--- src/cnn_data_pkg.sv ---
// data width constants and typedefs for accumulators, activations and addresses
`default_nettype none

package cnn_data_pkg;

    localparam int ACC_WIDTH  = 20; // convolution accumulator.
    localparam int ACT_WIDTH  = 8;  // activation after quantization.
    localparam int ADDR_WIDTH = 10; // feature-map address.

    // signed accumulator out of the convolution engine
    typedef logic signed [ACC_WIDTH-1:0] acc_data_t;

    // unsigned activation, also used for the pooled value
    typedef logic [ACT_WIDTH-1:0] act_data_t;

    // address of one activation inside the feature map
    typedef logic [ADDR_WIDTH-1:0] act_addr_t;

    localparam act_data_t ACT_MAX = '1; // saturation ceiling.

endpackage

`default_nettype wire

--- src/pool_ctrl_pkg.sv ---
// pooling window size and window position state encoding
`default_nettype none

package pool_ctrl_pkg;

    localparam int POOL_WINDOW = 4; // samples per 2x2 window.

    // position of the next sample inside the current window
    typedef enum logic [1:0] {
        S_TAKE1 = 2'd0,
        S_TAKE2 = 2'd1,
        S_TAKE3 = 2'd2,
        S_TAKE4 = 2'd3
    } pool_state_e;

endpackage

`default_nettype wire

--- src/act_stream_if.sv ---
// activation stream interface with producer and consumer modports
`timescale 1ns/1ps
`default_nettype none

interface act_stream_if;
    import cnn_data_pkg::*;

    logic      valid; // one sample per cycle while high.
    logic      last;  // only meaningful with valid.
    act_data_t data;
    act_addr_t addr;

    modport producer (
        output valid,
        output last,
        output data,
        output addr
    );

    modport consumer (
        input valid,
        input last,
        input data,
        input addr
    );

endinterface

`default_nettype wire

--- src/act_quant.sv ---
// activation quantizer with arithmetic shift, relu, 8-bit saturation and stream register
`timescale 1ns/1ps
`default_nettype none

module act_quant #(
    parameter int QUANT_SHIFT = 4
) (
    input  logic                    clk,
    input  logic                    rst,
    input  logic                    conv_valid_i,
    input  logic                    conv_last_i,
    input  cnn_data_pkg::acc_data_t conv_data_i,
    input  cnn_data_pkg::act_addr_t conv_addr_i,
    act_stream_if.producer          act_o
);
    import cnn_data_pkg::*;

    acc_data_t shifted;
    logic      is_negative;
    logic      is_overflow;
    act_data_t clamped;

    always_comb begin
        shifted     = conv_data_i >>> QUANT_SHIFT; // sign is kept.
        is_negative = shifted[ACC_WIDTH-1];
        is_overflow = |shifted[ACC_WIDTH-2:ACT_WIDTH]; // anything above 255.
    end

    // relu then clamp to the activation range
    always_comb begin
        if (is_negative) begin
            clamped = '0;
        end else if (is_overflow) begin
            clamped = ACT_MAX;
        end else begin
            clamped = shifted[ACT_WIDTH-1:0];
        end
    end

    always_ff @(posedge clk) begin
        if (!rst) begin
            act_o.valid <= 1'b0;
            act_o.last  <= 1'b0;
        end else begin
            act_o.valid <= conv_valid_i;
            act_o.last  <= conv_valid_i & conv_last_i; // last only with valid.
        end
    end

    always_ff @(posedge clk) begin
        if (conv_valid_i) begin
            act_o.data <= clamped;
            act_o.addr <= conv_addr_i;
        end
    end

endmodule

`default_nettype wire

--- src/max_pool_2x2.sv ---
// 2x2 max pooling unit with window fsm, running max and argmax address
`timescale 1ns/1ps
`default_nettype none

module max_pool_2x2 (
    input  logic                    clk,
    input  logic                    rst,
    act_stream_if.consumer          act_i,
    output logic                    pool_valid_o,
    output logic                    pool_last_o,
    output cnn_data_pkg::act_data_t pool_data_o,
    output cnn_data_pkg::act_addr_t pool_addr_o
);
    import cnn_data_pkg::*;
    import pool_ctrl_pkg::*;

    // window position that closes a full group
    localparam pool_state_e LAST_POS = pool_state_e'(POOL_WINDOW - 1);

    pool_state_e state_q;
    pool_state_e state_n;
    act_data_t   max_q;
    act_addr_t   max_addr_q;
    logic        take_sample;
    logic        close_group;
    act_data_t   win_data;
    act_addr_t   win_addr;

    always_comb begin
        case (state_q)
            S_TAKE1: begin
                state_n = S_TAKE2;
            end
            S_TAKE2: begin
                state_n = S_TAKE3;
            end
            S_TAKE3: begin
                state_n = S_TAKE4;
            end
            default: begin
                state_n = S_TAKE1; // wraps after the fourth sample.
            end
        endcase
    end

    // first sample always loads, later ones only when strictly greater
    always_comb begin
        take_sample = (state_q == S_TAKE1) || (act_i.data > max_q);
        close_group = act_i.last || (state_q == LAST_POS);
    end

    always_comb begin
        if (take_sample) begin
            win_data = act_i.data;
            win_addr = act_i.addr;
        end else begin
            win_data = max_q;
            win_addr = max_addr_q; // ties keep the earlier address.
        end
    end

    always_ff @(posedge clk) begin
        if (!rst) begin
            state_q      <= S_TAKE1;
            max_q        <= '0;
            max_addr_q   <= '0;
            pool_valid_o <= 1'b0;
            pool_last_o  <= 1'b0;
        end else begin
            pool_valid_o <= 1'b0; // single cycle pulse.
            pool_last_o  <= 1'b0;
            if (act_i.valid) begin
                if (close_group) begin
                    pool_valid_o <= 1'b1;
                    pool_last_o  <= act_i.last;
                    state_q      <= S_TAKE1; // restart grouping.
                end else begin
                    state_q      <= state_n;
                    max_q        <= win_data;
                    max_addr_q   <= win_addr;
                end
            end
        end
    end

    // result includes the closing sample itself
    always_ff @(posedge clk) begin
        if (act_i.valid && close_group) begin
            pool_data_o <= win_data;
            pool_addr_o <= win_addr;
        end
    end

endmodule

`default_nettype wire

--- src/pool_stage_top.sv ---
// output stage top level joining the activation quantizer and the max pooling unit
`timescale 1ns/1ps
`default_nettype none

module pool_stage_top #(
    parameter int QUANT_SHIFT = 4
) (
    input  logic                    clk,
    input  logic                    rst,

    input  logic                    conv_valid_i,
    input  logic                    conv_last_i,
    input  cnn_data_pkg::acc_data_t conv_data_i,
    input  cnn_data_pkg::act_addr_t conv_addr_i,

    output logic                    pool_valid_o,
    output logic                    pool_last_o,
    output cnn_data_pkg::act_data_t pool_data_o,
    output cnn_data_pkg::act_addr_t pool_addr_o
);

    act_stream_if act_s (); // quantized activations, 1 cycle behind conv.

    act_quant #(
        .QUANT_SHIFT (QUANT_SHIFT)
    ) u_act_quant (
        .clk          (clk),
        .rst          (rst),
        .conv_valid_i (conv_valid_i),
        .conv_last_i  (conv_last_i),
        .conv_data_i  (conv_data_i),
        .conv_addr_i  (conv_addr_i),
        .act_o        (act_s.producer)
    );

    max_pool_2x2 u_max_pool (
        .clk          (clk),
        .rst          (rst),
        .act_i        (act_s.consumer),
        .pool_valid_o (pool_valid_o),
        .pool_last_o  (pool_last_o),
        .pool_data_o  (pool_data_o),
        .pool_addr_o  (pool_addr_o)
    );

endmodule

`default_nettype wire

--- config.mk ---
export PLATFORM = sky130hd
export DESIGN_NAME = pool_stage_top
export DESIGN_NICKNAME = d
export VERILOG_FILES = /design/src/cnn_data_pkg.sv /design/src/pool_ctrl_pkg.sv /design/src/act_stream_if.sv /design/src/act_quant.sv /design/src/max_pool_2x2.sv /design/src/pool_stage_top.sv
export SDC_FILE = /design/constraint.sdc
export NUM_CORES = 1
export LEC_CHECK = 0
export BUFFER_PORTS_ARGS = -buffer_cell sky130_fd_sc_hd__buf_2
export CAP_MARGIN = 40
export CELL_PAD_IN_SITES_DETAIL_PLACEMENT = 1
export CELL_PAD_IN_SITES_GLOBAL_PLACEMENT = 1
export CORE_ASPECT_RATIO = 0.7
export CORE_UTILIZATION = 43
export DETAILED_ROUTE_END_ITERATION = 6
export PLACE_DENSITY = 0.76
export SYNTH_ARGS = -nofsm -noshare
export SYNTH_HDL_FRONTEND = slang
export SYNTH_SLANG_ARGS = --single-unit
--- constraint.sdc ---
create_clock -name clk -period 2.6 [get_ports clk]
set_input_delay 0.26 -clock clk [delete_from_list [all_inputs] [get_ports clk]]
set_output_delay 0.26 -clock clk [all_outputs]
set_load 0.02 [all_outputs]
Word-level counts from Yosys, hierarchy flattened
Cells that the tools add are included.
{"block": "totals", "elab_cells": 31, "in_bits": 34, "ff_bits": 60}
{"block": "op_classes", "mux": 6, "eq_ne": 3, "n_bitwise": 2, "reduce_logical": 8, "magnitude_cmp": 1}
{"cell": "8-bit two-way mux", "count": 2}
{"cell": "10-bit two-way mux", "count": 1}
{"cell": "8-bit greater-than comparator", "count": 1}
{"cell": "8-bit OR reduction", "count": 1}
{"cell": "2-bit one-hot mux with 3 select lines", "count": 1}
{"cell": "2-bit == test, second input constant", "count": 2}
{"cell": "2-bit AND reduction", "count": 2}
{"cell": "3-bit AND reduction", "count": 1}
{"cell": "2-bit by 1-bit == test with 1-bit output, second input constant", "count": 1}
{"cell": "2-bit zero test", "count": 1}
{"cell": "1-bit logical OR", "count": 2}
{"cell": "2-bit two-way mux", "count": 1}
{"cell": "1-bit bitwise AND", "count": 1}
{"cell": "1-bit logical AND", "count": 1}
{"cell": "1-bit two-way mux", "count": 1}
{"cell": "1-bit inverter", "count": 1}

Depth between registers and ports, before layout
Gate-level depths: netlist of run 1.
{"block": "depth", "word_depth": 4, "mapped_depth": 10}

Cells and area by module
A second synthesis of run 1 with hierarchy kept.
{"block": "hier_totals", "hier_cells": 272, "area_unflattened_um2": 2934.1}
{"mod": "max_pool_2x2", "area_each_um2": 2227.1, "n_inst": 1, "cells_each": 230, "seq_area_each_um2": 980.9}
{"mod": "act_quant", "area_each_um2": 706.9, "n_inst": 1, "cells_each": 42, "seq_area_each_um2": 580.6}

Worst setup path after synthesis of run 1
No wires, ideal clock.
{"block": "synth_timing", "kind": "register -> register", "start": "register u_act_quant.act_o.data[1]", "end": "register u_max_pool.pool_addr_o[5], data pin", "arrival_time_ps": 1711, "required_time_ps": 2334, "path_stages_with_launch": 10, "synth_period_minus_slack_ps": 1977, "setup_time_ps": 266, "setup_slack_ps": 623, "cell_sequence": "edfxtp_1 -> ha_1 -> nor2b_1 -> o211ai_2 -> a21oi_2 -> buf_4 -> o21a_1 -> buf_6 -> buf_6 -> o211ai_2"}
{"block": "synth_between", "elab_chain_len": 3}
{"item": "start: declaration", "line": "act_stream_if.sv:16", "rtl": "output data,"}
{"item": "start signal: assignment", "line": "act_quant.sv:52", "rtl": "act_o.data <= clamped;"}
{"item": "8-bit greater-than comparator", "line": "max_pool_2x2.sv:48", "rtl": "take_sample = (state_q == S_TAKE1) || (act_i.data > max_q);"}
{"item": "1-bit logical OR", "line": "max_pool_2x2.sv:48"}
{"item": "10-bit two-way mux", "line": "max_pool_2x2.sv:53", "rtl": "if (take_sample) begin"}
{"item": "net u_max_pool.win_addr[5]", "line": "max_pool_2x2.sv:27", "rtl": "act_addr_t win_addr;"}
{"item": "end signal: assignment", "line": "max_pool_2x2.sv:90", "rtl": "pool_addr_o <= win_addr;"}
{"item": "end: declaration", "line": "max_pool_2x2.sv:12", "rtl": "output cnn_data_pkg::act_addr_t pool_addr_o"}
The timed path passes the listed nets, and every way through them passes these cells.
A chain may end at the register's enable or synchronous reset.

Worst setup path after layout of run 1
{"block": "layout_timing", "start": "register u_act_quant.act_o.data[5]", "end": "register u_max_pool.pool_data_o[4], data pin"}
{"block": "layout_between", "elab_chain_len": 3}
{"item": "8-bit greater-than comparator", "line": "max_pool_2x2.sv:48"}
{"item": "1-bit logical OR", "line": "max_pool_2x2.sv:48"}
{"item": "8-bit two-way mux", "line": "max_pool_2x2.sv:53"}
{"item": "net u_max_pool.win_data[4]", "line": "max_pool_2x2.sv:26", "rtl": "act_data_t win_data;"}
{"item": "end signal: assignment", "line": "max_pool_2x2.sv:89", "rtl": "pool_data_o <= win_data;"}
{"item": "end: declaration", "line": "max_pool_2x2.sv:11", "rtl": "output cnn_data_pkg::act_data_t pool_data_o,"}
The timed path passes the listed nets, and every way through them passes these cells.

==> results of run 1 <==
-- final timing paths --
check,start,end,cells past startpoint
setup / recovery,u_act_quant.act_o.data[5],u_max_pool.pool_data_o[4],6
hold / removal,conv_addr_i[7],u_act_quant.act_o.addr[7],1
setup reg to reg,u_act_quant.act_o.data[5],u_max_pool.pool_data_o[4],6
hold reg to reg,u_max_pool.max_addr_q[4],u_max_pool.max_addr_q[4],2
-- Yosys cell counts (all sizes together) --
| library cell | number |
|---|---|
| or4 | 2 |
| o211ai | 38 |
| nand2 | 56 |
| mux2i | 18 |
| nor2b | 2 |
| dfxtp | 24 |
| nor2 | 10 |
| and2 | 3 |
| nand4 | 2 |
| a21oi | 4 |
| and3 | 2 |
| nor3 | 8 |
| o31a | 1 |
| o311a | 1 |
| ha | 11 |
| or2 | 1 |
| o21a | 1 |
| edfxtp | 36 |
| inv | 10 |
| buf | 9 |
| nand3 | 1 |
| dlygate4sd1 | 2 |
| nand2b | 18 |
| o21ai | 3 |
| clkbuf | 11 |
-- worst max-delay path: stages, from the launching register on --
cell	delay (ns)
sky130_fd_sc_hd__edfxtp_1	0.48
sky130_fd_sc_hd__ha_1	0.36
sky130_fd_sc_hd__a21oi_1	0.07
sky130_fd_sc_hd__o21ai_1	0.55
sky130_fd_sc_hd__o21a_1	0.23
sky130_fd_sc_hd__buf_4	0.23
sky130_fd_sc_hd__o211ai_1	0.12
-- per-layer routing --
metal	vias up	share of wire, %	track usage, %
met3	9	3.4	5.561
met5	-	0	0
met4	0	1.3	7.890
met2	40	50	33.56
met1	1045	45	24.23
li1	1062	-	-
-- power breakdown --
part	switching, mW	total [mW]	internal (mW)
Clock	0.360	0.788	0.428
Combinational	0.183	0.317	0.134
Sequential	0.0390	1.11	1.07
Total	0.582	2.21	1.63
-- layout make-up --
cell class	instances	area (um2)
flip-flops and latches	60	1562
repair buffers	59	320.3
inverters	10	37.54
fillers	738	3030
clock buffers	9	123.9
multi-input cells	182	1212
clock inverters	6	56.30
well taps	91	113.9
-- cells by family after synthesis --
group	after synthesis	synth area share, %
AOI/OAI and AO/OA	48	13.65
and+or+nand+nor	105	16.47
buffers and inverters	32	6.613
DFF	60	52.57
adders and majority gates	11	4.633
muxes	18	6.066
-- stage by stage --
step / setup slack, ns / power [mW] / utilization [%] / cells / hold WS (ns)
final: 0.2987 / 2.212 / 53.06 / 417 / 0.08971
after global routing: 0.1995 / 2.311 / 53.06 / 417 / 0.08148
after CTS: 0.3132 / 2.238 / 53.06 / 417 / 0.07564
after detailed placement: 0.3509 / 1.443 / 50.27 / 402 / 0.4393
after global placement: 0.3802 / 1.428 / 50.27 / 402 / 0.4377
after floorplan: 0.6232 / 1.356 / - / 274 / 0.3589
-- registers in the layout, indices dropped and copies added, names as in the netlist --
register,count
u_max_pool.pool_data_o,8
u_max_pool.max_q,8
u_act_quant.act_o.data,8
u_max_pool.pool_last_o,1
u_max_pool.pool_addr_o,10
u_act_quant.act_o.addr,10
u_max_pool.max_addr_q,10
u_max_pool.state_q,2
u_act_quant.act_o.last,1
u_max_pool.pool_valid_o,1
u_act_quant.act_o.valid,1
==> impl_metrics.tcl, run 1 <==
set metrics [dict create \
    vias 2156 \
    number_of_iterations_in_the_first_detailed_routing_pass 4 \
    critical_path.startpoint_type "flip-flop" \
    avgViaCountPerCell 5.170 \
    synth-warning-count 0 \
    drc 0 \
    fmax_mhz 434.5 \
    finalWirelength_um 6575 \
    cts_post_setup_buffers_inserted 0 \
    ir_drop_uv 276.5 \
    grt_antenna_before_repair 0 \
    layout-drive-gt1-share_pct 26.38 \
    period_needed_ns 2.301 \
    timing.setup.tns_ns 0 \
    grt_pass1_vias 2196 \
    outcome "finished clean" \
    cp.required_ns 2.69 \
    drtIter0Drc 33 \
    chipWidth_um 101.3 \
    dieHeight_um 71.54 \
    die_area_mm2 0.007249 \
    synth.top_cell.area_share_pct 36.39 \
    ys_top_cells_by_area "sky130_fd_sc_hd__edfxtp_1 36%, sky130_fd_sc_hd__dfxtp_1 16%, sky130_fd_sc_hd__nand2_1 7.1%, sky130_fd_sc_hd__o211ai_1 6.8%, sky130_fd_sc_hd__mux2i_1 6.1%" \
    final_antenna_net_count 0 \
    hold_viol 0 \
    postSynthRegisterBits 60 \
    cap_viol_max_count 0 \
    synth_fp_nets 319 \
    postLayoutCellArea_mm2 0.003426 \
    globalplace.congestion 0.7373 \
    port_bufs 49 \
    timing.setup.critical_path_class "flip-flop to flip-flop" \
    yosysSeqAreaShare_pct 52.57 \
    clkLatencyLatePin_ns 0.34 \
    cts_max_level 3 \
    clkSlewWorstSetupHoldPaths_ns 0.07 \
    number_of_buffers_created_by_cts 9 \
    core.rowCount 24 \
    design.core.area_mm2 0.006456 \
    synthCells 274 \
    worst_ep_arrival_time_ns 2.39 \
    leakage_nw 1.315 \
    grt.overflow.total 0 \
    final.period_utilization_pct 88.51 \
    yosys_cell_types 31 \
    largest_net_degree_at_the_start_of_global_routing 43 \
    i_o_pins 54 \
    max_slew.worst_pin.slew_ns 0.7474 \
    clockRootBuffer "sky130_fd_sc_hd__clkbuf_8" \
    max_slew_margin_pct 50.17 \
    final.setup_skew_ns 0.007588 \
    floorplan.initialDensity_pct 46.01 \
    antenna_cells 0 \
    grt_setup_unrepaired "no" \
    post_synth.cell_area_avg_um2 10.84 \
    post_drt_wl_per_cell_um 15.77 \
    power_density_mw_per_mm2 645.6 \
    cts-resized-gates 0 \
    dpl.hpwl_um 4431 \
    timing.reg2reg.setup_slack_ns 0.30 \
    setup-violations-final 0 \
    worst-path-max-fanout 12 \
    tritoncts "done" \
    layout.nets 367 \
    critPathCaptureType "flip-flop" \
    most_common_library_cell_in_the_layout_ignoring_fill_and_taps "sky130_fd_sc_hd__nand2_1" \
    layout-area-overhead-vs-synth_pct 15.33 \
    cell_area_reported_after_detailed_placement_mm2 0.003246 \
    synth.cell_area_mm2 0.002970 \
    most-common-layout-cells "56 x sky130_fd_sc_hd__nand2_1, 49 x sky130_fd_sc_hd__buf_2, 36 x sky130_fd_sc_hd__edfxtp_1" \
    postCtsHoldBufs 0 \
    clock_sinks 60 \
    ctsLongestPathBuffers 2 \
    synth_area_leader_cell "sky130_fd_sc_hd__edfxtp_1" \
    first_pass_grt_wire_length_um 10700 \
    grt_util_all_layers_pct 19.90 \
    worst_hold_path_type "input port to flip-flop" \
    maxSlewViolCount 0 \
]
Note: power is estimated with default switching activity, not from simulation.
==> inputs of run 2 (changes only) <==
SYNTH_HIERARCHICAL = 1   (was not set)
==> run 2 against run 1 <==
  * Via count increased by 0.65%
  * Clock skew increased by 0.0017 ns
  * Clock power is 5.2% lower
==> impl_metrics.tcl, run 2 <==
set metrics [dict create \
    maxSlewViolCount 0 \
    fillerInstances 742 \
    cap_viol_max_count 0 \
    timing.setup.critical_path_class "flip-flop to flip-flop" \
    first_pass_grt_wire_length_um 10810 \
    post_synth.cell_area_avg_um2 10.79 \
    drc 0 \
    power_frac_comb_pct 15.1 \
    drtIter0Drc 109 \
    largest_net_degree_at_the_start_of_global_routing 43 \
    timing.critical_path.from "u_act_quant/act_o.data[1]" \
    clock_sinks 60 \
    vias 2170 \
    most_common_library_cell_in_the_layout_ignoring_fill_and_taps "sky130_fd_sc_hd__nand2_1" \
    synth_most_common_cell "sky130_fd_sc_hd__nand2_1" \
    layout-drive-gt1-share_pct 26.75 \
    critical-path-top-cell-by-count "sky130_fd_sc_hd__buf_4" \
    postSynthRegisterBits 60 \
    grt_setup_unrepaired "no" \
    worst-path-max-fanout 10 \
    setup-violations-final 0 \
    most-common-layout-cells "56 x sky130_fd_sc_hd__nand2_1, 49 x sky130_fd_sc_hd__buf_2, 36 x sky130_fd_sc_hd__edfxtp_1" \
    avgViaCountPerCell 5.167 \
    outcome "finished clean" \
    p_clk_share_pct 34.2 \
    dpl.hpwl_um 4796 \
    port_bufs 49 \
    largest_registers "u_act_quant/act_o.addr (10), u_max_pool/max_addr_q (10), u_max_pool/pool_addr_o (10)" \
    yosysSeqAreaShare_pct 53.22 \
    timing.setup.tns_ns 0 \
    drt-met1-wl_um 3159 \
    cts_post_setup_buffers_inserted 0 \
    netlist_top_cells_count "56 x sky130_fd_sc_hd__nand2_1, 36 x sky130_fd_sc_hd__edfxtp_1, 27 x sky130_fd_sc_hd__o211ai_1" \
    floorplan.initialDensity_pct 45.87 \
    grt_pass1_vias 2190 \
    worst_ep_arrival_time_ns 2.50 \
    power.share.switching_pct 26.64 \
    final_antenna_net_count 0 \
    number_of_buffers_created_by_cts 9 \
    die_area_mm2 0.007163 \
    synth-main-ff-cell "sky130_fd_sc_hd__edfxtp_1" \
    final.setup_skew_ns 0.009306 \
    cell_area_reported_after_detailed_placement_mm2 0.003271 \
    synth-warning-count 6 \
    core.rowCount 24 \
    dieHeight_um 71.11 \
    path_cells "ha_1 -> nor2b_1 -> o211ai_2 -> a21oi_1 -> buf_4 -> o31a_1 -> buf_4 -> mux2i_1" \
    synth_edf_count 36 \
    max_slew_margin_pct 45.62 \
    ir_drop_uv 364.9 \
    topRoutingLayerUsed "met4" \
    grt.overflow.total 0 \
    timing.rr.end "u_max_pool/max_addr_q[3]" \
    seqPwrFrac_pct 50.7 \
    final.period_utilization_pct 86.39 \
    cp.required_ns 2.85 \
    max_slew.worst_pin.slew_ns 0.8140 \
    power_density_mw_per_mm2 632.7 \
    critPathCapture "u_max_pool/max_addr_q[3]" \
    postLayoutCellArea_mm2 0.003451 \
    cts_max_level 3 \
    i_o_pins 54 \
    postCtsHoldBufs 0 \
    clkLatencyLatePin_ns 0.33 \
    worst-r2r-cell-count 8 \
    cts-resized-gates 0 \
    synth_area_leader_cell "sky130_fd_sc_hd__edfxtp_1" \
    ctsLongestPathBuffers 2 \
    timing.reg2reg.setup_slack_ns 0.35 \
    synth.cell_area_mm2 0.002934 \
    detailroute.wirelength.met2_um 3165 \
    p_switching_uw 581.6 \
    post_drt_wl_per_cell_um 15.75 \
    grt_antenna_before_repair 0 \
    antenna_cells 0 \
    clockRootBuffer "sky130_fd_sc_hd__clkbuf_8" \
    leakage_nw 1.332 \
    synth-async-reset-ratio_pct 0 \
    design.core.area_mm2 0.006396 \
    worst_hold_path_type "input port to flip-flop" \
    hold_viol 0 \
    critPathCaptureType "flip-flop" \
    synth.top_cell.area_share_pct 36.84 \
    worst_path_max_delay_cell "sky130_fd_sc_hd__edfxtp_1" \
    cp_slowest_stage_delay_ns 0.48 \
    layout.nets 369 \
    tritoncts "done" \
    synth_fp_nets 317 \
    wire_length_on_met3_um 249 \
    number_of_iterations_in_the_first_detailed_routing_pass 4 \
    synthCells 272 \
    globalplace.congestion 0.8115 \
    chipWidth_um 100.7 \
    layout-area-overhead-vs-synth_pct 17.61 \
    yosys_cell_types 29 \
    period_needed_ns 2.246 \
    fmax_mhz 445.2 \
    p_int_mw 1.602 \
    hold_path_depth 1 \
    clkSlewWorstSetupHoldPaths_ns 0.07 \
    critical_path.startpoint_type "flip-flop" \
    grt_util_all_layers_pct 20.12 \
    r2r-start "u_act_quant/act_o.data[1]" \
    ys_top_cells_by_area "sky130_fd_sc_hd__edfxtp_1 37%, sky130_fd_sc_hd__dfxtp_1 16%, sky130_fd_sc_hd__nand2_1 7.2%, sky130_fd_sc_hd__o211ai_1 6.9%, sky130_fd_sc_hd__mux2i_1 6.1%" \
    finalWirelength_um 6613 \
]
-- run 2: how the worst min path moves through the flow --
stage	from	to	slack, ns
after floorplan	conv_addr_i[0]	u_act_quant/act_o.addr[0]	0.36
after global placement	conv_addr_i[0]	u_act_quant/act_o.addr[0]	0.44
after detailed placement	conv_addr_i[4]	u_act_quant/act_o.addr[4]	0.44
after CTS	conv_addr_i[7]	u_act_quant/act_o.addr[7]	0.08
after global routing	conv_addr_i[4]	u_act_quant/act_o.addr[4]	0.08
final	conv_addr_i[7]	u_act_quant/act_o.addr[7]	0.10
-- run 2: cell families after synthesis --
logic type | count (synthesis) | share of synthesized area [%]
compound gates | 56 | 15.39
fa+ha+maj | 11 | 4.691
buf+inv | 30 | 5.117
flops | 60 | 53.22
mux | 18 | 6.141
simple gates | 97 | 15.44
-- run 2: metrics by stage --
stage / hold slack [ns] / setup WS [ns] / util, % / cells / total power [mW]
2_1_floorplan: 0.3589 / 0.5971 / - / 272 / 1.351
5_1_grt: 0.07891 / 0.2058 / 53.95 / 420 / 2.284
3_3_place_gp: 0.4363 / 0.4307 / 51.13 / 404 / 1.440
6_report: 0.1023 / 0.3539 / 53.95 / 420 / 2.183
3_5_place_dp: 0.4383 / 0.3454 / 51.13 / 404 / 1.458
4_1_cts: 0.08175 / 0.3364 / 53.95 / 420 / 2.212
-- run 2: cell type report --
cell class	count	area, um2	share of cell area, %
flip-flops and latches	60	1562	45.25
multi-input cells	182	1222	35.42
repair buffers	61	335.3	9.717
clock buffers	12	155.1	4.496
well taps	91	113.9	3.299
inverters	10	37.54	1.088
clock inverters	4	25.02	0.7252
-- run 2: power by group through the flow --
stage / registers (mW) / logic [mW] / clock network [mW]
after global routing: 1.11 / 0.367 / 0.804
final: 1.11 / 0.330 / 0.747
after CTS: 1.11 / 0.332 / 0.774
after floorplan: 1.12 / 0.232 / 0
after global placement: 1.12 / 0.316 / 0
after detailed placement: 1.13 / 0.331 / 0
-- run 2: metal layers --
metal	vias to the layer above	global-route usage [%]
met5	-	0
met2	55	33.03
li1	1073	-
met3	5	5.929
met4	0	4.831
met1	1037	26.31
-- run 2: worst max-delay path, delay by kind of cell (launching register included) --
family | cells | cell delay (ns)
multiplexers | 1 | 0.21
adder cells (fa/ha/maj) | 1 | 0.34
buffers and inverters | 2 | 0.47
AO/OA/AOI/OAI | 3 | 0.52
flip-flops | 1 | 0.48
AND/OR/NAND/NOR | 1 | 0.16
